===== src/logic/cpuPkg.sv =====
package cpuPkg;

    typedef logic [31:0] wordT;
    typedef logic [7:0]  pcT;
    typedef logic [4:0]  regIdxT;
    typedef logic [7:0]  memAddrT;
    typedef logic [5:0]  opcodeT;
    typedef logic [3:0]  aluOpT;

    // alu operations, immediate opcode n and func n both map to n-1
    localparam aluOpT aluAdd = 4'd0;
    localparam aluOpT aluSub = 4'd1;
    localparam aluOpT aluAnd = 4'd2;
    localparam aluOpT aluOr  = 4'd3;
    localparam aluOpT aluXor = 4'd4;
    localparam aluOpT aluNor = 4'd5;
    localparam aluOpT aluSll = 4'd6;
    localparam aluOpT aluSrl = 4'd7;
    localparam aluOpT aluSra = 4'd8;
    localparam aluOpT aluSlt = 4'd9;
    localparam aluOpT aluSgt = 4'd10;
    localparam aluOpT aluNot = 4'd11;
    localparam aluOpT aluInc = 4'd12;
    localparam aluOpT aluDec = 4'd13;
    localparam aluOpT aluPop = 4'd14;
    localparam aluOpT aluLui = 4'd15;

    typedef enum logic [2:0] {
        brAlways = 3'd0,
        brMinus  = 3'd1,
        brPlus   = 3'd2,
        brZero   = 3'd3,
        brNone   = 3'd4
    } brOpT;

    typedef enum logic [1:0] {
        stFetch = 2'd0,
        stExec  = 2'd1,
        stIdle  = 2'd2
    } ctrlStateT;

    typedef enum logic [1:0] {
        ph0 = 2'd0,
        ph1 = 2'd1,
        ph2 = 2'd2,
        ph3 = 2'd3
    } phaseT;

    localparam opcodeT opR    = 6'h00;
    localparam opcodeT opAddi = 6'h01;
    localparam opcodeT opSubi = 6'h02;
    localparam opcodeT opAndi = 6'h03;
    localparam opcodeT opOri  = 6'h04;
    localparam opcodeT opXori = 6'h05;
    localparam opcodeT opNori = 6'h06;
    localparam opcodeT opSli  = 6'h07;
    localparam opcodeT opSrli = 6'h08;
    localparam opcodeT opSrai = 6'h09;
    localparam opcodeT opSlti = 6'h0a;
    localparam opcodeT opSgti = 6'h0b;
    localparam opcodeT opNoti = 6'h0c;
    localparam opcodeT opInci = 6'h0d;
    localparam opcodeT opDeci = 6'h0e;
    localparam opcodeT opHami = 6'h0f;
    localparam opcodeT opLui  = 6'h10;
    localparam opcodeT opLd   = 6'h11;
    localparam opcodeT opSt   = 6'h12;
    localparam opcodeT opMove = 6'h14;
    localparam opcodeT opCmov = 6'h15;
    localparam opcodeT opBr   = 6'h20;
    localparam opcodeT opBmi  = 6'h21;
    localparam opcodeT opBpl  = 6'h22;
    localparam opcodeT opBz   = 6'h23;
    localparam opcodeT opHalt = 6'h24;
    localparam opcodeT opNop  = 6'h25;
    localparam opcodeT opCall = 6'h26;

    localparam regIdxT linkReg  = 5'd16;
    localparam int     memDepth = 256;

endpackage

===== src/logic/controlUnit.sv =====
`timescale 1ns/100ps

module controlUnit (
    input  logic           clk,
    input  logic           rst,
    input  cpuPkg::opcodeT opcode,
    input  logic [4:0]     func,
    input  logic           irq,
    output cpuPkg::aluOpT  aluOp,
    output cpuPkg::brOpT   brOp,
    output logic           aluSrc,
    output logic           regAluOut,
    output logic           rdMem,
    output logic           wrMem,
    output logic           wrReg,
    output logic           mToReg,
    output logic           linkSel,
    output logic           updPc,
    output logic           isCmov
);
    import cpuPkg::*;

    ctrlStateT  state;
    phaseT      phase;
    phaseT      donePh;
    phaseT      wrPh;
    logic       doesWr;
    logic       isLd;
    logic       isSt;
    logic       isHalt;
    logic       cmovCls;
    logic       callCls;
    logic       inExec;
    opcodeT     opcM1;
    logic [4:0] funcM1;

    assign opcM1  = opcode - 6'd1;
    assign funcM1 = func - 5'd1;
    assign inExec = (state == stExec);

    // per-class decode: levels plus the phases of write and pc update
    always_comb begin
        aluOp     = aluAdd;
        brOp      = brNone;
        aluSrc    = 1'b0;
        regAluOut = 1'b0;
        doesWr    = 1'b0;
        wrPh      = ph1;
        donePh    = ph2;
        isLd      = 1'b0;
        isSt      = 1'b0;
        isHalt    = 1'b0;
        cmovCls   = 1'b0;
        callCls   = 1'b0;
        case (opcode)
            opR: begin
                aluOp     = funcM1[3:0];
                aluSrc    = 1'b1;
                regAluOut = 1'b1;
                doesWr    = 1'b1;
            end
            opAddi, opSubi, opAndi, opOri, opXori, opNori, opSli, opSrli,
            opSrai, opSlti, opSgti, opNoti, opInci, opDeci, opHami: begin
                aluOp  = opcM1[3:0];
                doesWr = 1'b1;
            end
            opLui: begin
                aluOp  = aluLui;
                doesWr = 1'b1;
            end
            opLd: begin
                isLd   = 1'b1;
                doesWr = 1'b1;
                wrPh   = ph2;
                donePh = ph3;
            end
            opSt: begin
                isSt   = 1'b1;
                donePh = ph3;
            end
            opMove: begin
                aluSrc    = 1'b1;
                regAluOut = 1'b1;
                doesWr    = 1'b1;
            end
            // extra settling phase before the gated write
            opCmov: begin
                aluSrc    = 1'b1;
                regAluOut = 1'b1;
                doesWr    = 1'b1;
                cmovCls   = 1'b1;
                wrPh      = ph2;
                donePh    = ph3;
            end
            opBr:  brOp = brAlways;
            opBmi: brOp = brMinus;
            opBpl: brOp = brPlus;
            opBz:  brOp = brZero;
            opHalt: begin
                isHalt = 1'b1;
                donePh = ph1;
            end
            opNop: donePh = ph1;
            opCall: begin
                brOp    = brAlways;
                doesWr  = 1'b1;
                callCls = 1'b1;
            end
            // unknown opcodes retire like nop
            default: donePh = ph1;
        endcase
    end

    assign wrReg   = inExec && doesWr && (phase == wrPh);
    assign rdMem   = inExec && isLd && (phase == ph1);
    assign mToReg  = inExec && isLd && (phase == ph2);
    assign wrMem   = inExec && isSt && (phase == ph2);
    assign isCmov  = inExec && cmovCls;
    assign linkSel = inExec && callCls;
    assign updPc   = inExec && (phase == donePh);

    always_ff @(posedge clk or posedge rst) begin
        if (rst) begin
            state <= stIdle;
            phase <= ph0;
        end else begin
            case (state)
                stIdle: state <= stFetch;
                stFetch: begin
                    state <= stExec;
                    phase <= ph0;
                end
                stExec: begin
                    if (updPc) begin
                        state <= stFetch;
                        phase <= ph0;
                    end else if (!(isHalt && !irq)) begin
                        // halt parks in ph0 until irq
                        phase <= phaseT'(phase + 2'd1);
                    end
                end
                default: state <= stIdle;
            endcase
        end
    end

endmodule


===== config.mk =====
export PLATFORM = sky130hd
export DESIGN_NAME = controlUnit
export DESIGN_NICKNAME = d
export VERILOG_FILES = /design/src/logic/cpuPkg.sv /design/src/logic/controlUnit.sv
export SDC_FILE = /design/constraint.sdc
export NUM_CORES = 1
export LEC_CHECK = 0
export BUFFER_PORTS_ARGS = -buffer_cell sky130_fd_sc_hd__buf_2
export CAP_MARGIN = 20
export CORE_MARGIN = 3
export CORE_UTILIZATION = 30
export CTS_BUF_LIST = sky130_fd_sc_hd__clkbuf_8 sky130_fd_sc_hd__clkbuf_16
export CTS_CLUSTER_SIZE = 30
export DETAILED_ROUTE_END_ITERATION = 6
export SLEW_MARGIN = 20
export SYNTH_ARGS = -nofsm -noshare
export SYNTH_HDL_FRONTEND = slang
export SYNTH_SLANG_ARGS = --single-unit

===== constraint.sdc =====
create_clock -name clk -period 1.9 [get_ports clk]
set_clock_uncertainty 0.15 [all_clocks]
set_input_delay 0.19 -clock clk [delete_from_list [all_inputs] [get_ports clk]]
set_output_delay 0.19 -clock clk [all_outputs]
set_load 0.05 [all_outputs]

# Word level (Yosys, flattened, before mapping)

Cells that the tools add are included.

Reduce and logical (&&, ||, !) cells: 23
Multiplexer cells: 16
Add/subtract/negate cells: 3
Equality and inequality tests: 34

Operators by type and width:

| operator                                                               | number |
|---|---|
| 6-bit by 4-bit equality test with 1-bit output (second input constant) | 8 |
| 6-bit equality test (second input constant)                            | 6 |
| 6-bit by 5-bit equality test with 1-bit output (second input constant) | 5 |
| 6-bit by 3-bit equality test with 1-bit output (second input constant) | 4 |
| 23-bit OR reduction                                                    | 1 |
| 21-bit OR reduction                                                    | 1 |
| 15-bit OR reduction                                                    | 1 |
| 6-bit by 2-bit equality test with 1-bit output (second input constant) | 2 |
| 3-bit one-hot mux with 4 select lines                                  | 1 |
| 4-bit one-hot mux with 3 select lines                                  | 1 |
| 1-bit logical AND                                                      | 11 |
| 2-bit two-way mux                                                      | 4 |
| 2-bit one-hot mux with 2 select lines                                  | 2 |
| 4-bit by 1-bit subtractor with 4-bit output (second input constant)    | 2 |
| 1-bit two-way mux                                                      | 7 |
| 6-bit by 1-bit equality test with 1-bit output (second input constant) | 1 |
| 6-bit logical NOT                                                      | 1 |
| 2-bit one-hot mux with 3 select lines                                  | 1 |
| 3-bit OR reduction                                                     | 2 |
| 2-bit by 1-bit equality test with 1-bit output (second input constant) | 2 |
| 2-bit equality test                                                    | 2 |
| 2-bit equality test (second input constant)                            | 2 |
| 2-bit OR reduction                                                     | 2 |
| 3-bit inequality test (second input constant)                          | 1 |
| other kinds (6)                                                        | 6 |

Register bits after elaboration: 4
Input bits: 14
Logic and storage cells: 78

# Longest topological paths before layout

Gate-level depths: netlist of the first run.

Depth in word-level cells: 7
Mapped depth: 8
Mapped depth without buffers: 7

# Worst setup path before layout of the first run

No wires, ideal clock.

Path kind: input to output
Start point: in opcode[4]
End point: out regAluOut
Buffers on the path: 3
Path slack: -1,133 ps
Arrival time: 2,693 ps
Data required time: 1,560 ps
Stages: 6
Cells stage by stage: buf_2 -> buf_1 -> nor3_1 -> a21oi_1 -> nor4_1 -> buf_4

Longest elaborated chain between the ends: 3
Elaborated cells between the ends (all ways): 5

Ends and longest elaborated chain:

| element                                                                             | RTL line          | source |
|---|---|---|
| from (decl)                                                                         | controlUnit.sv:6  | `input cpuPkg::opcodeT opcode,` |
| 6-bit by 5-bit equality test with 1-bit output or 6-bit logical NOT (tied branches) | --                |  |
| 3-bit OR reduction (no line) *                                                      | --                |  |
| 1-bit two-way mux *                                                                 | --                |  |
| to (decl)                                                                           | controlUnit.sv:12 | `output logic regAluOut,` |

Every way passes the cells marked *; elsewhere a longest branch is shown, timed or not.

# Final worst setup path of the first run

Start point: in opcode[2]
End point: out aluOp[2]

Longest elaborated chain between the ends: 3
Elaborated cells between the ends (all ways): 20

Ends and longest elaborated chain:

| element                                                                | RTL line          | source |
|---|---|---|
| 6-bit by 1-bit equality test with 1-bit output (tied with other cells) | controlUnit.sv:55 | `case (opcode)` |
| 15-bit OR reduction                                                    | controlUnit.sv:55 |  |
| 4-bit one-hot mux with 3 select lines *                                | controlUnit.sv:55 |  |
| to (decl)                                                              | controlUnit.sv:9  | `output cpuPkg::aluOpT aluOp,` |

Marked as above.

==> flow_metrics.tcl, run 1 <==
set metrics [dict create \
    status "finished, violations left" \
    failed_checks "setup timing" \
    io_pins 30 \
    power_mw 0.990 \
    die_w_um 56.1 \
    drv_slew 0 \
    grtUsageTotal_pct 16.2 \
    start_util_pct 32.8 \
    synthesis.area_um2 753 \
    fin_area_um2 1360 \
    clock_latency_ns 0.22 \
    die_area_um2 3150 \
    drt_first_pass_iters 4 \
    hold_class "in -> async" \
    synth_edf_count 0 \
    grt_pass1_vias 965 \
    dp_cells 176 \
    p_per_area_nw_per_um2 730 \
    post_route_cells_drive_above_1_share_pct 58.1 \
    areaGrowthSynthToFinish_pct 80.1 \
    place_congestion 0.813 \
    syn_avg_cell_area_um2 7.24 \
    maxCapViolCount 0 \
    overflow 0 \
    finalSetupViolCount 3 \
    fin_crit_sh_pct 104 \
    core_area_um2 2300 \
    grt_antenna_before_repair 0 \
    grt_pass1_wl_um 4210 \
    ys_ff_latch 4 \
    synthArstFlopShare_pct 100 \
    yosys_warnings 0 \
    rows 17 \
    syn_inst 104 \
    yosysTopAreaCellShare_pct 9.97 \
    numCtsBuffers 3 \
    io_buffers 28 \
    drt_iter0_markers 17 \
    power.leakage_nw 0.615 \
    yosys-top-cells-count "a21oi_1, nor2_1, nor3_1, nand2_1" \
    placed_area_um2 1100 \
    place_hpwl_um 1760 \
    wl_per_cell_um 13.5 \
    clk_path_buf_depth 2 \
    cts_root_buffer "clkbuf_8" \
    hold_violations 0 \
    nets 178 \
    die_h_um 56.1 \
    rsz0062_at_grt "yes" \
    crit_type "in -> out" \
    synth_top_cell_by_area "dfrtp_1" \
    drc_errors 0 \
    start_kind "input port" \
    ys.flop_type "dfrtp_1" \
    yosysMostFrequentCell "a21oi_1" \
    setup_ws_ns -0.0805 \
    vias 984 \
    crit_fanout 3 \
    synth_cell_type_count 41 \
    ant_nets 0 \
    clk_pin_slew_worst_paths_ns 0.04 \
    yosysSeqAreaShare_pct 13.5 \
    pre_cts_slack_ns -0.136 \
    synth_area_leaders "dfrtp_1, a21oi_1, ha_1" \
    fin_crit_ns 1.98 \
    vias_per_cell 5.23 \
    cts_tree "yes" \
    worst_slew_pin_slew_ns 0.352 \
    peakVddDrop_uv 744 \
    critical_path_required_ns 1.56 \
    grt_max_degree 14 \
    slew_headroom_pct 76.2 \
    n_antenna_cell 0 \
    end_kind "output port" \
    htree_levels 1 \
    syn_nets 121 \
    max_freq_mhz 505 \
    clock-sinks 4 \
    arrival_ns 1.64 \
    final_cells 188 \
    routed_wl_um 2550 \
]
## per-layer routing
layer  GRT usage, %  wire (um)  up-vias
li1               -          -      500
met1           18.8       1040      444
met2           29.0       1300       34
met3           3.94        132        6
met4           4.75         66        0
met5              0          0        -
## kinds of logic (layout without fill, tap and decap cells)
| logic type | after synthesis | after routing | synth area share (%) |
|---|---|---|---|
| and+or+nand+nor | 56 | 56 | 48.0 |
| muxes | 1 | 1 | 1.49 |
| adders and majority gates | 3 | 3 | 4.98 |
| DFF | 4 | 4 | 13.5 |
| buffers and inverters | 13 | 69 | 8.47 |
| AOI/OAI and AO/OA | 27 | 27 | 23.6 |
## critical path: stages
cell and delay [ns]:
buf_8 0.10, nor4_4 0.34, nand2b_4 0.22, a22oi_2 0.07, ha_2 0.22, nor2b_1 0.11
o21ai_1 0.08, a21oi_2 0.13, buf_6 0.17
## area by class of cell
cell class | count | area, um^2
inverter | 3 | 11.3
fill | 206 | 941
sequential | 4 | 103
timing repair buffer | 62 | 458
tap | 28 | 35.0
clock inverter | 1 | 3.75
multi-input combinational | 87 | 704
clock buffer | 3 | 41.3
## path summary, 6_finish.rpt
kind	depth (start not counted)	from	endpoint	slack [ns]
worst max-delay path	9	opcode[2]	aluOp[2]	-0.08
worst max register to register	4	phase[1]	phase[1]	0.38
min in group clk	1	state[1]	state[1]	0.37
worst min register to register	1	state[1]	state[1]	0.37
worst min-delay path	3	rst	phase[0]	0.25
max in group asynchronous	3	rst	state[1]	1.12
## state kept, by name, indices dropped and copies added, names as in the netlist
signal and cells:
state 2, phase 2
## power by group
part           switching, mW  total, mW  internal (mW)
sequential            0.0374      0.156          0.118
clock                 0.0510      0.189          0.138
combinational          0.350      0.645          0.295
total                  0.439      0.990          0.552
## layout by cell type, fill, tap and decap left out, types with 4 or more instances in the layout
master | netlist | final
nand2_1 | 6 | 6
and3_1 | 5 | 5
inv_1 | 3 | 4
buf_4 | 3 | 32
nor3_1 | 7 | 5
nor2_1 | 8 | 6
buf_2 | 3 | 21
buf_6 | 0 | 4
a21oi_1 | 10 | 8
## metrics by stage
| step | setup TNS, ns | hold slack [ns] | utilization, % |
|---|---|---|---|
| 3_5_place_dp | -0.326 | -0.0759 | 48.0 |
| 4_1_cts | -0.0350 | 0.248 | 53.8 |
| 3_3_place_gp | -0.274 | -0.0825 | 48.0 |
| 5_1_grt | -0.437 | 0.276 | 59.0 |
| 6_report | -0.160 | 0.247 | 59.0 |
| 2_1_floorplan | -1.72 | -0.195 | - |
## what timing repair did
| action | CTS | global route |
|---|---|---|
| gates resized for setup | 20 | 17 |
| setup endpoints to repair | 4 | 8 |
| setup buffers | 1 | 6 |
| pin swaps | 8 | 12 |
| gates cloned | 0 | 0 |
| hold buffers | 1 | 0 |
| endpoints found under the hold margin | 4 | 0 |
No activity file was read; power rests on OpenSTA's default activity.
==> run 2: changes to the inputs <==
- PLACE_DENSITY: not set -> 0.61
==> run 2 against run 1 <==
Compared with the run above:
- the flow still finishes with violations (setup timing)
- via count down 5.2%
- first-iteration DRC count is 18% higher
- combinational power down 5.6%
- sequential share of layout area up 0.70 points
- fmax is 2.5% higher
- clock-buffer cell count did not move
- global-route usage shrank 1.6 points
- largest power group unchanged
==> flow_metrics.tcl, run 2 (synthesized netlist as in run 1, its figures left out) <==
set metrics [dict create \
    slew_headroom_pct 69.6 \
    cts_tree "yes" \
    arrival_ns 1.59 \
    start_kind "input port" \
    rsz0062_at_grt "yes" \
    placed_area_um2 1100 \
    reg2reg_slack_ns 0.30 \
    drv_slew 0 \
    post_route_cells_drive_above_1_share_pct 51.6 \
    fin_area_um2 1230 \
    core_area_um2 2300 \
    maxCapViolCount 0 \
    hold_class "in -> async" \
    hold_violations 0 \
    vias_per_cell 5.15 \
    end_kind "output port" \
    clock_latency_ns 0.22 \
    status "finished, violations left" \
    final_cell_mix "buf_4, buf_2, a21oi_1" \
    worst_slew_pin_slew_ns 0.449 \
    fin_crit_sh_pct 102 \
    clk_pin_slew_worst_paths_ns 0.04 \
    cts_root_buffer "clkbuf_8" \
    finalSetupViolCount 3 \
    n_antenna_cell 0 \
    p_sw_share_pct 44.4 \
    dp_cells 176 \
    numCtsBuffers 3 \
    io_pins 30 \
    rows 17 \
    place_hpwl_um 1680 \
    peakVddDrop_uv 739 \
    clock-sinks 4 \
    failed_checks "setup timing" \
    final_cells 181 \
    vias 933 \
    p_sw_mw 0.417 \
    p_int_mw 0.521 \
    drt_iter0_markers 20 \
    setup_ws_ns -0.0320 \
    place_congestion 0.804 \
    areaGrowthSynthToFinish_pct 62.8 \
    crit_type "in -> out" \
    max_stage_delay_ns 0.35 \
    power_frac_comb_pct 65.0 \
    grt_pass1_vias 873 \
    htree_levels 1 \
    clk_path_buf_depth 2 \
    die_w_um 56.1 \
    die_h_um 56.1 \
    ant_nets 0 \
    grt_max_degree 14 \
    drt_first_pass_iters 4 \
    power.leakage_nw 0.559 \
    critical_path_required_ns 1.56 \
    critPathTopFamily "simple AND/OR/NAND/NOR gates" \
    io_buffers 28 \
    grtUsageTotal_pct 14.6 \
    final_common_cell "buf_4" \
    overflow 0 \
    p_seq_share_pct 15.4 \
    nFillCells 223 \
    critPathBufInv 2 \
    grt_antenna_before_repair 0 \
    crit_fanout 3 \
    wl_per_cell_um 12.0 \
    clockPowerShare_pct 19.6 \
    fin_crit_ns 1.93 \
    p_per_area_nw_per_um2 765 \
    nets 171 \
    crit_slowest_cell "nor4_4" \
    grt_pass1_wl_um 3830 \
    drc_errors 0 \
    die_area_um2 3150 \
    path_cells "buf_8 -> nor4_4 -> nand2b_4 -> a22oi_2 -> ha_2 -> nor2b_1 -> o21ai_1 -> a21oi_2 -> buf_6" \
    top_regs "phase x2, state x2" \
    start_util_pct 32.8 \
    setup_tns_ns -0.0800 \
    max_freq_mhz 518 \
    routed_wl_um 2170 \
]
## run 2: layout make-up
cell class	instances	area, um^2	area share, %
clock buffer	3	41.3	3.37
clock inverter	1	3.75	0.306
inverter	3	11.3	0.918
multi-input combinational	87	652	53.2
sequential	4	101	8.27
tap	28	35.0	2.86
timing repair buffer	55	382	31.1
## run 2: worst min-delay path: cells and delay by family
| kind | cells | cell delay, ns |
|---|---|---|
| buffers and inverters | 3 | 0.78 |
## run 2: worst paths after layout
check / from / endpoint / cells past startpoint
max: opcode[2] / aluOp[2] / 9
min: rst / phase[1] / 3
max reg2reg: phase[1] / phase[1] / 5
min in group clk: state[1] / state[1] / 1
min reg2reg: state[1] / state[1] / 1
max in group asynchronous: rst / state[1] / 3
## run 2: power groups by stage
stage          logic, mW  clock network (mW)  registers (mW)
2_1_floorplan      0.385                   0           0.143
3_3_place_gp       0.565                   0           0.144
3_5_place_dp       0.577                   0           0.144
4_1_cts            0.602               0.190           0.144
5_1_grt            0.670               0.205           0.152
6_report           0.609               0.184           0.144
## run 2: what timing repair did
action / in CTS / in global routing
hold endpoints to repair: 4 / 0
setup endpoints to repair: 4 / 7
pin swaps: 5 / 4
setup buffers: 0 / 0
gates resized for setup: 15 / 7
hold buffers: 1 / 0
## run 2: per-stage QoR
step / utilization [%] / total power [mW] / hold slack [ns] / setup WS (ns)
6_report: 53.4 / 0.938 / 0.259 / -0.0320
3_3_place_gp: 48.0 / 0.708 / -0.0846 / -0.127
5_1_grt: 53.4 / 1.03 / 0.271 / -0.117
4_1_cts: 52.8 / 0.935 / 0.240 / -0.0647
2_1_floorplan: - / 0.528 / -0.195 / -0.351
3_5_place_dp: 48.0 / 0.721 / -0.0787 / -0.156
## run 2: layer usage
metal	share of wire, %	global-route usage [%]	vias to the layer above
met2	48	24.9	28
met4	0.32	2.03	0
li1	-	-	485
met5	0	0	-
met1	46	18.9	418
met3	5.7	3.71	2
