==> config.mk <==
export PLATFORM = sky130hd
export DESIGN_NAME = branchUnit
export DESIGN_NICKNAME = d
export VERILOG_FILES = /design/src/logic/cpuPkg.sv /design/src/logic/branchUnit.sv
export SDC_FILE = /design/constraint.sdc
export NUM_CORES = 1
export LEC_CHECK = 0
export BUFFER_PORTS_ARGS = -buffer_cell sky130_fd_sc_hd__buf_2
export CORE_ASPECT_RATIO = 1.5
export CORE_UTILIZATION = 35
export CTS_BUF_LIST = sky130_fd_sc_hd__clkbuf_8
export CTS_CLUSTER_SIZE = 28
export DETAILED_ROUTE_END_ITERATION = 6
export GPL_TIMING_DRIVEN = 0
export PLACE_DENSITY = 0.73
export SLEW_MARGIN = 20
export SYNTH_ARGS = -nofsm -noshare
export SYNTH_HDL_FRONTEND = slang
export SYNTH_SLANG_ARGS = --single-unit
export TNS_END_PERCENT = 5
==> constraint.sdc <==
create_clock -name clk -period 3 [get_ports clk]
set_input_delay 0.6 -clock clk [delete_from_list [all_inputs] [get_ports clk]]
set_output_delay 0.6 -clock clk [all_outputs]
set_load 0.01 [all_outputs]
==> src/logic/cpuPkg.sv <==
package cpuPkg;

    typedef logic [31:0] wordT;
    typedef logic [7:0]  pcT;
    typedef logic [4:0]  regIdxT;
    typedef logic [7:0]  memAddrT;
    typedef logic [5:0]  opcodeT;
    typedef logic [3:0]  aluOpT;

    // alu operations, immediate opcode n and func n both map to n-1
    localparam aluOpT aluAdd = 4'd0;
    localparam aluOpT aluSub = 4'd1;
    localparam aluOpT aluAnd = 4'd2;
    localparam aluOpT aluOr  = 4'd3;
    localparam aluOpT aluXor = 4'd4;
    localparam aluOpT aluNor = 4'd5;
    localparam aluOpT aluSll = 4'd6;
    localparam aluOpT aluSrl = 4'd7;
    localparam aluOpT aluSra = 4'd8;
    localparam aluOpT aluSlt = 4'd9;
    localparam aluOpT aluSgt = 4'd10;
    localparam aluOpT aluNot = 4'd11;
    localparam aluOpT aluInc = 4'd12;
    localparam aluOpT aluDec = 4'd13;
    localparam aluOpT aluPop = 4'd14;
    localparam aluOpT aluLui = 4'd15;

    typedef enum logic [2:0] {
        brAlways = 3'd0,
        brMinus  = 3'd1,
        brPlus   = 3'd2,
        brZero   = 3'd3,
        brNone   = 3'd4
    } brOpT;

    typedef enum logic [1:0] {
        stFetch = 2'd0,
        stExec  = 2'd1,
        stIdle  = 2'd2
    } ctrlStateT;

    typedef enum logic [1:0] {
        ph0 = 2'd0,
        ph1 = 2'd1,
        ph2 = 2'd2,
        ph3 = 2'd3
    } phaseT;

    localparam opcodeT opR    = 6'h00;
    localparam opcodeT opAddi = 6'h01;
    localparam opcodeT opSubi = 6'h02;
    localparam opcodeT opAndi = 6'h03;
    localparam opcodeT opOri  = 6'h04;
    localparam opcodeT opXori = 6'h05;
    localparam opcodeT opNori = 6'h06;
    localparam opcodeT opSli  = 6'h07;
    localparam opcodeT opSrli = 6'h08;
    localparam opcodeT opSrai = 6'h09;
    localparam opcodeT opSlti = 6'h0a;
    localparam opcodeT opSgti = 6'h0b;
    localparam opcodeT opNoti = 6'h0c;
    localparam opcodeT opInci = 6'h0d;
    localparam opcodeT opDeci = 6'h0e;
    localparam opcodeT opHami = 6'h0f;
    localparam opcodeT opLui  = 6'h10;
    localparam opcodeT opLd   = 6'h11;
    localparam opcodeT opSt   = 6'h12;
    localparam opcodeT opMove = 6'h14;
    localparam opcodeT opCmov = 6'h15;
    localparam opcodeT opBr   = 6'h20;
    localparam opcodeT opBmi  = 6'h21;
    localparam opcodeT opBpl  = 6'h22;
    localparam opcodeT opBz   = 6'h23;
    localparam opcodeT opHalt = 6'h24;
    localparam opcodeT opNop  = 6'h25;
    localparam opcodeT opCall = 6'h26;

    localparam regIdxT linkReg  = 5'd16;
    localparam int     memDepth = 256;

endpackage
==> src/logic/branchUnit.sv <==
`timescale 1ns/100ps

module branchUnit (
    input  logic         clk,
    input  logic         rst,
    input  logic         updPc,
    input  cpuPkg::brOpT brOp,
    input  cpuPkg::wordT rsData,
    input  logic [15:0]  offset,
    output cpuPkg::pcT   pc,
    output cpuPkg::pcT   pcNext
);
    import cpuPkg::*;

    logic taken;
    logic rsNeg;
    logic rsIsZero;
    pcT   brTarget;

    assign rsNeg    = rsData[31];
    assign rsIsZero = (rsData == '0);
    assign pcNext   = pc + 8'd1;
    // offset counts from the fall-through address
    assign brTarget = pcT'({8'h00, pcNext} + offset);

    always_comb begin
        case (brOp)
            brAlways: taken = 1'b1;
            brMinus:  taken = rsNeg;
            brPlus:   taken = !rsNeg && !rsIsZero;
            brZero:   taken = rsIsZero;
            brNone:   taken = 1'b0;
            default:  taken = 1'b0;
        endcase
    end

    always_ff @(posedge clk or posedge rst) begin
        if (rst) begin
            pc <= '0;
        end else if (updPc) begin
            pc <= taken ? brTarget : pcNext;
        end
    end

endmodule

-- Yosys cells after proc, flatten, opt, wreduce, memory -nomap -nowiden
Index checks and enable logic that the tools add are counted.
- register bits after elaboration: 8
- input port bits: 54
- output and inout port bits: 16
- logic and storage cells: 13
- add/subtract/negate cells: 2
- eq/ne operators: 3
- multiplexer cells: 2
- reduce and logical (&&, ||, !) cells: 5
- operators with widths (cell ; count):
    32-bit logical NOT ; 1
    8-bit by 1-bit adder with 8-bit output, second input constant ; 1
    8-bit adder ; 1
    8-bit 2-to-1 mux ; 1
    3-bit by 2-bit equality test with 1-bit output, second input constant ; 2
    1-bit one-hot mux with 4 select lines ; 1
    3-bit by 1-bit equality test with 1-bit output, second input constant ; 1
    3-bit logical NOT ; 1
    1-bit logical NOT ; 2
    1-bit logical AND ; 1

-- Logic depth before layout (Yosys ltp)
Gate-level depths: netlist of run 1.
- depth after elaboration: 5
- gate-level depth with buffers: 11
- mapped depth without buffers: 11

-- Least setup slack after synthesis of run 1
No wires, ideal clock.
- path type: register to register
- start point: register pc[1]
- end point: register pc[7]
- setup time: 0.069 ns
- arrival: 2.601 ns
- data required time: 2.931 ns
- setup slack: 0.330 ns
- cell stages (with the launch flop): 11
- buffers on the path: 0
- period minus slack after synthesis: 2.670 ns
- cells stage by stage: dfrtp_1 -> ha_1 -> nand3_1 -> xnor2_1 -> ha_1 -> nand3_1 -> o211ai_1 -> o41a_1 -> xnor2_1 -> or4_1 -> nand3_1
- cells in the longest elaborated chain, start to end: 3
- RTL lines (what ; line ; text):
    start, declared ; branchUnit.sv:10 ; output cpuPkg::pcT pc,
    start signal, assigned ; branchUnit.sv:41 ; pc <= taken ? brTarget : pcNext;
    8-bit by 1-bit adder with 8-bit output ; branchUnit.sv:22 ; assign pcNext = pc + 8'd1;
    net pcNext[4] ; branchUnit.sv:11 ; output cpuPkg::pcT pcNext
    8-bit adder ; branchUnit.sv:24 ; assign brTarget = pcT'({8'h00, pcNext} + offset);
    8-bit 2-to-1 mux ; branchUnit.sv:41 ;
The timed path passes the listed nets, and every way through them passes these cells.
A chain may end at the register's enable or synchronous reset.

-- Worst setup path in the final report of run 1
- start point: register pc[1]
- end point: register pc[7]
- cells in the longest elaborated chain, start to end: 3
- RTL lines (what ; line):
    8-bit by 1-bit adder with 8-bit output (*) ; branchUnit.sv:22
    8-bit adder ; branchUnit.sv:24
    8-bit 2-to-1 mux (*) ; branchUnit.sv:41
Mark *: on every way between the ends. The rest lies on a longest branch, timed or not.

==> results.py, run 1 <==
metrics = {
    "outcome": {
        "status": "complete, no violations",
    },
    "place": {
        "port_buffers": 61,
        "dpl.cell_count": 188,
        "post-place-ws_ns": 0.2712,
        "gp_congestion": 0.8397,
    },
    "setup_path": {
        "worst_ep_required_time_ns": 3.16,
        "worst_path_most_repeated_cell": "nand3_1",
        "crit_type": "flip-flop to flip-flop",
        "crit_fanout": 5,
        "ff2ff_path_depth": 10,
        "crit_slowest_cell": "or4_1",
        "cp-end-kind": "flip-flop",
        "crit_chain": "ha_1 > nand3_1 > xnor2_1 > ha_1 > nand3_1 > o211ai_1 > o41a_1 > xnor2_1 > or4_1 > nand3_1",
        "cp_data_arrival_time_ns": 2.92,
        "cp_slowest_stage_delay_ns": 0.49,
        "critPathLaunchType": "flip-flop",
    },
    "global_routing": {
        "grt_first_pass_wirelength_um": 3946,
        "grt_pass1_vias": 999,
        "antenna_found_initial": 0,
        "grt_usage_pct": 18.68,
        "grt_max_degree": 11,
        "overflow": 0,
    },
    "timing": {
        "relSlewSlack_pct": 69.67,
        "finalCritPeriodShare_pct": 91.88,
        "rsz0062_at_grt": "no",
        "skew_ns": 0.001227,
        "tightest_slew_ns": 0.4550,
        "tns_ns": 0,
        "finalMaxSlewViolations": 0,
        "fin_ws_ns": 0.2436,
        "final-hold-violation-count": 0,
        "fin_crit_ns": 2.756,
        "fmax_ghz": 0.3628,
        "setup_viol": 0,
    },
    "pwr": {
        "p_switching_uw": 539.1,
        "pwr-share-seq_pct": 19.4,
        "powerDensity_nw_per_um2": 916.5,
        "power_frac_clock_pct": 11.0,
        "power.leakage_nw": 0.6547,
        "internal-power_uw": 614.5,
        "switching_share_pct": 46.73,
        "ir_worst_vdd_v": 0.0003555,
        "p_comb_share_pct": 69.6,
    },
    "floorplanning": {
        "core_area_sq_um": 2312,
        "placementRows": 21,
        "start_util_pct": 38.20,
        "fp.dieH_um": 63.53,
        "dieArea_sq_um": 2733,
        "io-pin-count": 70,
        "die_w_um": 43.02,
    },
    "synthesis": {
        "syn-num-nets": 168,
        "ys_seq_area_share_pct": 22.66,
        "syn_area_sq_um": 883.3,
        "synth-seq-cells": 8,
        "synth.distinct_cells": 33,
        "netlist_instances": 104,
        "ys_warn_count": 0,
        "synth.avg_cell_area_sq_um": 8.494,
    },
    "clock_tree": {
        "cts_buffers": 3,
        "clkTransAtPathRegs_ns": 0.04,
        "holdBufCountCts": 0,
        "clk_latency_ns": 0.22,
        "clock-sinks": 8,
        "postCtsSetupRepairBufs": 0,
        "clock_path_buffers": 2,
        "ctsHtreeMaxLevel": 1,
        "cts_tree": "built",
        "post_cts_resized": 0,
        "cts_root_buf": "clkbuf_8",
    },
    "cells_and_area": {
        "top_regs": "pc (8)",
        "area_growth_pct": 42.49,
        "mostFrequentLayoutCell": "buf_2",
        "n_antenna_cell": 0,
        "layoutNonFillerInstCount": 191,
        "regMostFlops": "pc",
        "largest_reg_flops": 8,
        "fin_nets": 234,
        "drive_gt1_share_pct": 40.48,
        "final_cell_mix": "buf_2, ha_1",
    },
    "detailed_routing": {
        "ant_nets": 0,
        "num_vias": 1031,
        "viasPerCell": 5.398,
        "routed_wl_um": 2443,
        "wl_per_cell_um": 12.79,
        "drt_pass1_iterations": 4,
        "post-route-drc-count": 0,
        "drt_iter0_markers": 20,
    },
    "hold_path": {
        "min_path_type": "input pin to async pin",
    },
    "flow_run": {
        "max_cap_viol_count": 0,
    },
}
path summary, 6_finish.rpt:
| check | startpoint | endpoint | slack [ns] |
|---|---|---|---|
| setup / recovery | pc[1] | pc[7] | 0.24 |
| hold / removal | rst | pc[2] | 0.31 |
| setup reg to reg | pc[1] | pc[7] | 0.24 |
| hold reg to reg | pc[7] | pc[7] | 0.53 |
| max in group asynchronous | rst | pc[6] | 2.46 |
| min in group clk | pc[7] | pc[7] | 0.53 |
cell usage after synthesis, drive strengths merged:
cell type	count	area (sq um)
a211oi	1	7.510
a21o	1	7.510
a21oi	8	40.04
a2bb2oi	1	8.760
a31oi	1	6.260
and3	1	6.260
buf	1	11.26
clkbuf	1	3.750
dfrtp	8	200.2
fa	1	20.02
ha	9	112.6
inv	6	22.52
mux2	1	11.26
mux2i	5	50.05
nand2	8	30.03
nand3	6	30.03
nand3b	1	7.510
nand4	2	12.51
nor2	8	30.03
nor2b	1	6.260
nor3	4	25.02
nor4	8	62.56
o211ai	2	15.01
o21a	1	7.510
o21ai	2	10.01
o21bai	1	7.510
o31ai	1	7.510
o41a	1	11.26
or4	1	7.510
xnor2	7	61.31
xor2	5	43.79
critical path: cells and delay by family, from the launching register on:
kind / cells / cell delay [ns]
simple gates: 4 / 0.81
fa+ha+maj: 2 / 0.57
xor+xnor: 2 / 0.46
flops: 1 / 0.41
compound gates: 2 / 0.46
per-layer routing:
metal	vias to the layer above	track usage [%]	routed length (um)
met4	0	5.303	14
li1	512	-	-
met1	456	18.42	913
met5	-	0	0
met3	2	4.298	197
met2	61	36.74	1318
cell type report:
class	count	area [sq um]
multi-input cells	88	645.6
flip-flops and latches	8	200.2
clock buffers	3	41.29
plain buffers	2	15.01
repair buffers	61	305.3
fillers	230	1054
inverters	6	22.52
well taps	23	28.78
power by group through the flow:
stage          Clock, mW  Sequential, mW  Combinational [mW]
2_1_floorplan          0           0.234               0.534
3_3_place_gp           0           0.222               0.783
3_5_place_dp           0           0.224               0.806
4_1_cts            0.130           0.223               0.812
5_1_grt            0.137           0.233               0.891
6_report           0.127           0.223               0.803
logic make-up after synthesis:
group,Yosys count,share of synthesized area [%]
AO/OA/AOI/OAI,20,14.59
XOR/XNOR,12,11.90
adder cells (fa/ha/maj),10,15.01
buffers and inverters,8,4.249
flip-flops,8,22.66
multiplexers,6,6.941
AND/OR/NAND/NOR,40,24.65
through the flow:
step	instance area [sq um]	total power [mW]	util (%)	hold slack [ns]
5_1_grt	1259	1.260	54.44	0.3323
2_1_floorplan	883.3	0.7682	-	0.4157
3_3_place_gp	1217	1.005	52.65	0.5173
6_report	1259	1.154	54.44	0.3090
3_5_place_dp	1217	1.030	52.65	0.5232
4_1_cts	1259	1.165	54.44	0.3195
No activity file was read; power rests on OpenSTA's default activity.
==> inputs of run 2 (changes only) <==
BUFFER_PORTS_ARGS = -buffer_cell sky130_fd_sc_hd__clkbuf_2   (was -buffer_cell sky130_fd_sc_hd__buf_2)
PLACE_DENSITY = 0.76   (was 0.73)
clock period = 2.5 ns   (was 3 ns; I/O delays follow)
==> results.py, run 2 (synthesis results as in run 1) <==
metrics = {
    "setup_path": {
        "crit_slowest_cell": "or4_1",
        "worst_path_most_repeated_cell": "ha_4",
        "cp_num_cells": 10,
        "critPathLaunchType": "flip-flop",
        "cp_data_arrival_time_ns": 2.66,
        "worst_ep_required_time_ns": 2.66,
        "cp-end-kind": "flip-flop",
        "timing.critical_path.buf_inv": 0,
        "ff2ff_path_depth": 10,
        "rrSetupSlack_ns": 0.004,
        "crit_chain": "ha_4 > nand3_4 > xnor2_4 > ha_4 > nand3_2 > o211ai_1 > o41a_1 > xnor2_1 > or4_1 > nand3_1",
        "crit_fanout": 5,
        "cp_top_family": "simple AND/OR/NAND/NOR gates",
        "crit_type": "flip-flop to flip-flop",
        "cp_slowest_stage_delay_ns": 0.47,
    },
    "global_routing": {
        "grt_max_degree": 11,
        "grt_first_pass_wirelength_um": 4084,
        "grt_usage_pct": 19.31,
        "grt_pass1_vias": 1011,
        "overflow": 0,
        "antenna_found_initial": 0,
    },
    "cells_and_area": {
        "nFillCells": 214,
        "fin_nets": 237,
        "area_growth_pct": 58.50,
        "final_cell_mix": "clkbuf_2, nand2_1, nor2_1, a21oi_1, ha_1",
        "drive_gt1_share_pct": 50.29,
        "n_antenna_cell": 0,
        "layoutNonFillerInstCount": 194,
        "final_cell_area_sq_um": 1400,
        "regMostFlops": "pc",
        "mostFrequentLayoutCell": "clkbuf_2",
        "largest_reg_flops": 8,
        "top_regs": "pc (8)",
    },
    "pwr": {
        "ir_worst_vdd_v": 0.0005710,
        "p_comb_share_pct": 71.9,
        "p_total_mw": 1.616,
        "internal-power_uw": 878.1,
        "switching_share_pct": 45.67,
        "power_frac_clock_pct": 9.7,
        "powerDensity_nw_per_um2": 1154,
        "power.leakage_nw": 0.7069,
        "p_switching_uw": 738.2,
        "pwr-share-seq_pct": 18.4,
    },
    "timing": {
        "rsz0062_at_grt": "yes",
        "skew_ns": 0.0003781,
        "fin_crit_ns": 2.496,
        "tightest_slew_ns": 0.4263,
        "finalMaxSlewViolations": 0,
        "relSlewSlack_pct": 71.58,
        "fmax_ghz": 0.4006,
        "finalCritPeriodShare_pct": 99.86,
        "fin_ws_ns": 0.003599,
        "timing.hold.ws_ns": 0.2049,
        "final-hold-violation-count": 0,
        "setup_viol": 0,
    },
    "place": {
        "dp.final_hpwl_um": 2165,
        "gp_congestion": 0.7266,
        "postPlaceCellArea_sq_um": 1304,
        "port_buffers": 61,
        "post-place-ws_ns": -0.1312,
        "dpl.cell_count": 188,
    },
    "detailed_routing": {
        "num_vias": 1043,
        "routed_wl_um": 2545,
        "drt_iter0_markers": 12,
        "post-route-drc-count": 0,
        "ant_nets": 0,
        "viasPerCell": 5.376,
        "wl_per_cell_um": 13.12,
        "drt_pass1_iterations": 4,
    },
    "clock_tree": {
        "holdBufCountCts": 0,
        "cts_tree": "built",
        "cts_buffers": 3,
        "ctsHtreeMaxLevel": 1,
        "clk_latency_ns": 0.23,
        "clkTransAtPathRegs_ns": 0.04,
        "clock-sinks": 8,
        "clock_path_buffers": 2,
        "cts_root_buf": "clkbuf_8",
    },
    "floorplanning": {
        "start_util_pct": 38.20,
        "fp.dieH_um": 63.53,
        "dieArea_sq_um": 2733,
        "die_w_um": 43.02,
        "placementRows": 21,
        "core_area_sq_um": 2312,
        "io-pin-count": 70,
    },
    "flow_run": {
        "max_cap_viol_count": 0,
    },
    "outcome": {
        "status": "complete, no violations",
    },
    "hold_path": {
        "min_path_type": "input pin to async pin",
    },
}
-- run 2: cell types whose count changed in the layout (fill, tap and decap cells not counted), moves of 3 or more --
cell,before,now
xnor2_1,7,4
dfrtp_2,0,3
clkbuf_2,0,61
dfrtp_1,8,5
buf_2,61,0
nand3_1,6,3
-- run 2: final cells by class --
class	instances	area, sq um	share of cell area [%]
well taps	23	28.78	2.055
clock buffers	3	41.29	2.949
inverters	6	22.52	1.609
plain buffers	2	15.01	1.072
flip-flops and latches	8	203.9	14.57
repair buffers	64	340.3	24.31
multi-input cells	88	748.2	53.44
-- run 2: worst paths after layout --
| kind | from | to |
|---|---|---|
| worst min-delay path | rst | pc[3] |
| worst max-delay path | pc[1] | pc[7] |
| max in group asynchronous | rst | pc[1] |
| worst min register to register | pc[7] | pc[7] |
| min in group clk | pc[7] | pc[7] |
| worst max register to register | pc[1] | pc[7] |
-- run 2: timing repair --
action / in CTS / in global routing
buffers inserted: 3 / 0
endpoints found under the setup margin: 1 / 1
resized for setup: 6 / 1
pin swaps: 1 / 0
-- run 2: power by group through the flow --
stage	logic [mW]	registers (mW)	clock network, mW
5_1_grt	1.28	0.308	0.162
4_1_cts	1.16	0.297	0.158
2_1_floorplan	0.732	0.312	0
3_5_place_dp	1.06	0.301	0
6_report	1.16	0.297	0.157
3_3_place_gp	1.01	0.297	0
-- run 2: metrics by stage --
step | TNS, ns | utilization (%)
2_1_floorplan | 0 | -
3_3_place_gp | -0.03950 | 56.39
3_5_place_dp | -0.1312 | 56.39
4_1_cts | -0.007274 | 60.44
5_1_grt | -0.1237 | 60.55
6_report | 0 | 60.55
-- run 2: per-layer routing --
layer  track usage (%)  part of all wire (%)  up-vias  routed length, um
met4             8.333                   1.8        0                 47
met5                 0                     0        -                  0
met3             2.292                   5.0        5                127
li1                  -                     -      517                  -
met1             20.74                    38      479                969
met2             36.17                    55       42               1400
==> inputs of run 3 (changes only) <==
clock period = 2.05 ns   (was 2.5 ns; I/O delays follow)
==> results.py, run 3 (synthesis results as in run 1) <==
metrics = {
    "place": {
        "port_buffers": 61,
        "dpl.cell_count": 188,
        "post-place-ws_ns": -0.4963,
        "dp.final_hpwl_um": 2165,
        "gp_congestion": 0.8175,
    },
    "setup_path": {
        "cp_top_family": "simple AND/OR/NAND/NOR gates",
        "cp_slowest_stage_delay_ns": 0.46,
        "cp_data_arrival_time_ns": 2.64,
        "crit_type": "flip-flop to flip-flop",
        "worst_ep_required_time_ns": 2.21,
        "crit_slowest_cell": "or4_1",
        "crit_chain": "ha_4 > nand3_4 > xnor2_4 > ha_4 > nand3_1 > o211ai_1 > o41a_1 > xnor2_1 > or4_1 > nand3_1",
        "crit_fanout": 5,
        "critPathLaunchType": "flip-flop",
        "cp-end-kind": "flip-flop",
        "crit_start": "pc[1]",
        "rr_startpoint": "pc[1]",
        "timing.critical_path.buf_inv": 0,
    },
    "pwr": {
        "powerDensity_nw_per_um2": 1390,
        "p_total_mw": 1.980,
        "power.leakage_nw": 0.7206,
        "ir_worst_vdd_v": 0.0007350,
    },
    "floorplanning": {
        "fp.dieH_um": 63.53,
        "start_util_pct": 38.20,
        "core_area_sq_um": 2312,
        "placementRows": 21,
        "die_w_um": 43.02,
        "dieArea_sq_um": 2733,
        "io-pin-count": 70,
    },
    "global_routing": {
        "antenna_found_initial": 0,
        "grt_first_pass_wirelength_um": 4140,
        "grt_pass1_vias": 1036,
        "overflow": 0,
        "grt_usage_pct": 19.86,
        "grt_max_degree": 11,
    },
    "hold_path": {
        "min_path_type": "input pin to async pin",
    },
    "cells_and_area": {
        "n_antenna_cell": 0,
        "regMostFlops": "pc",
        "fin_nets": 239,
        "mostFrequentLayoutCell": "clkbuf_2",
        "layoutNonFillerInstCount": 197,
        "fin_util_pct": 61.58,
        "drive_gt1_share_pct": 51.15,
        "top_regs": "pc (8)",
        "largest_reg_flops": 8,
        "final_cell_mix": "clkbuf_2, nand2_1, inv_1, a21oi_1, ha_1",
        "area_growth_pct": 61.19,
    },
    "clock_tree": {
        "clkTransAtPathRegs_ns": 0.04,
        "cts_tree": "built",
        "cts_root_buf": "clkbuf_8",
        "cts_buffers": 3,
        "ctsHtreeMaxLevel": 1,
        "clk_latency_ns": 0.23,
        "clock-sinks": 8,
        "clock_path_buffers": 2,
    },
    "detailed_routing": {
        "drt_pass1_iterations": 4,
        "post-route-drc-count": 0,
        "viasPerCell": 5.533,
        "ant_nets": 0,
        "wl_per_cell_um": 12.74,
        "routed_wl_um": 2509,
        "drt_iter0_markers": 7,
        "num_vias": 1090,
    },
    "timing": {
        "fin_ws_ns": -0.4325,
        "timing.hold.ws_ns": 0.09685,
        "finalMaxSlewViolations": 0,
        "relSlewSlack_pct": 72.12,
        "finalCritPeriodShare_pct": 121.1,
        "tightest_slew_ns": 0.4182,
        "skew_ns": 0.004815,
        "setup_viol": 4,
        "fmax_ghz": 0.4028,
        "rsz0062_at_grt": "yes",
        "fin_crit_ns": 2.483,
        "final-hold-violation-count": 0,
    },
    "flow_run": {
        "max_cap_viol_count": 0,
    },
    "outcome": {
        "violations": "setup timing",
        "status": "complete, but fails checks",
    },
}
## run 3: final cells by class
| cell class | count | area (sq um) |
|---|---|---|
| clock buffers | 3 | 41.29 |
| inverters | 6 | 22.52 |
| clock inverters | 1 | 3.754 |
| fillers | 211 | 888.4 |
| plain buffers | 2 | 15.01 |
| repair buffers | 66 | 355.3 |
| well taps | 23 | 28.78 |
| flip-flops and latches | 8 | 203.9 |
| multi-input cells | 88 | 753.2 |
## run 3: stage by stage
stage / cell area (sq um) / TNS, ns
2_1_floorplan: 973.4 / -0.4215
3_3_place_gp: 1308 / -0.6017
3_5_place_dp: 1308 / -0.9831
4_1_cts: 1399 / -0.9395
5_1_grt: 1424 / -1.537
6_report: 1424 / -0.8830
## run 3: repair_timing
action	in CTS	in global routing
hold buffers	0	0
pin swaps	1	1
setup endpoints to repair	5	5
buffers inserted	4	1
resized for setup	1	5
## run 3: power breakdown
group / switching [mW] / internal [mW] / total, mW
Sequential: 0.131 / 0.234 / 0.365
Clock: 0.0619 / 0.130 / 0.191
Combinational: 0.697 / 0.727 / 1.42
Total: 0.890 / 1.09 / 1.98
## run 3: routing by layer
| metal | track usage, % | vias up | wire length [um] |
|---|---|---|---|
| li1 | - | 521 | - |
| met1 | 20.86 | 507 | 934 |
| met2 | 37.31 | 58 | 1338 |
| met3 | 1.719 | 4 | 191 |
| met4 | 10.23 | 0 | 44 |
| met5 | 0 | - | 0 |
## run 3: final timing paths
check / to / slack [ns] / depth (start not counted)
max reg2reg: pc[7] / -0.43 / 10
min reg2reg: pc[7] / 0.59 / 2
max: pc[7] / -0.43 / 10
max in group asynchronous: pc[1] / 1.70 / 2
min: pc[3] / 0.1 / 2
min in group clk: pc[6] / 0.56 / 4
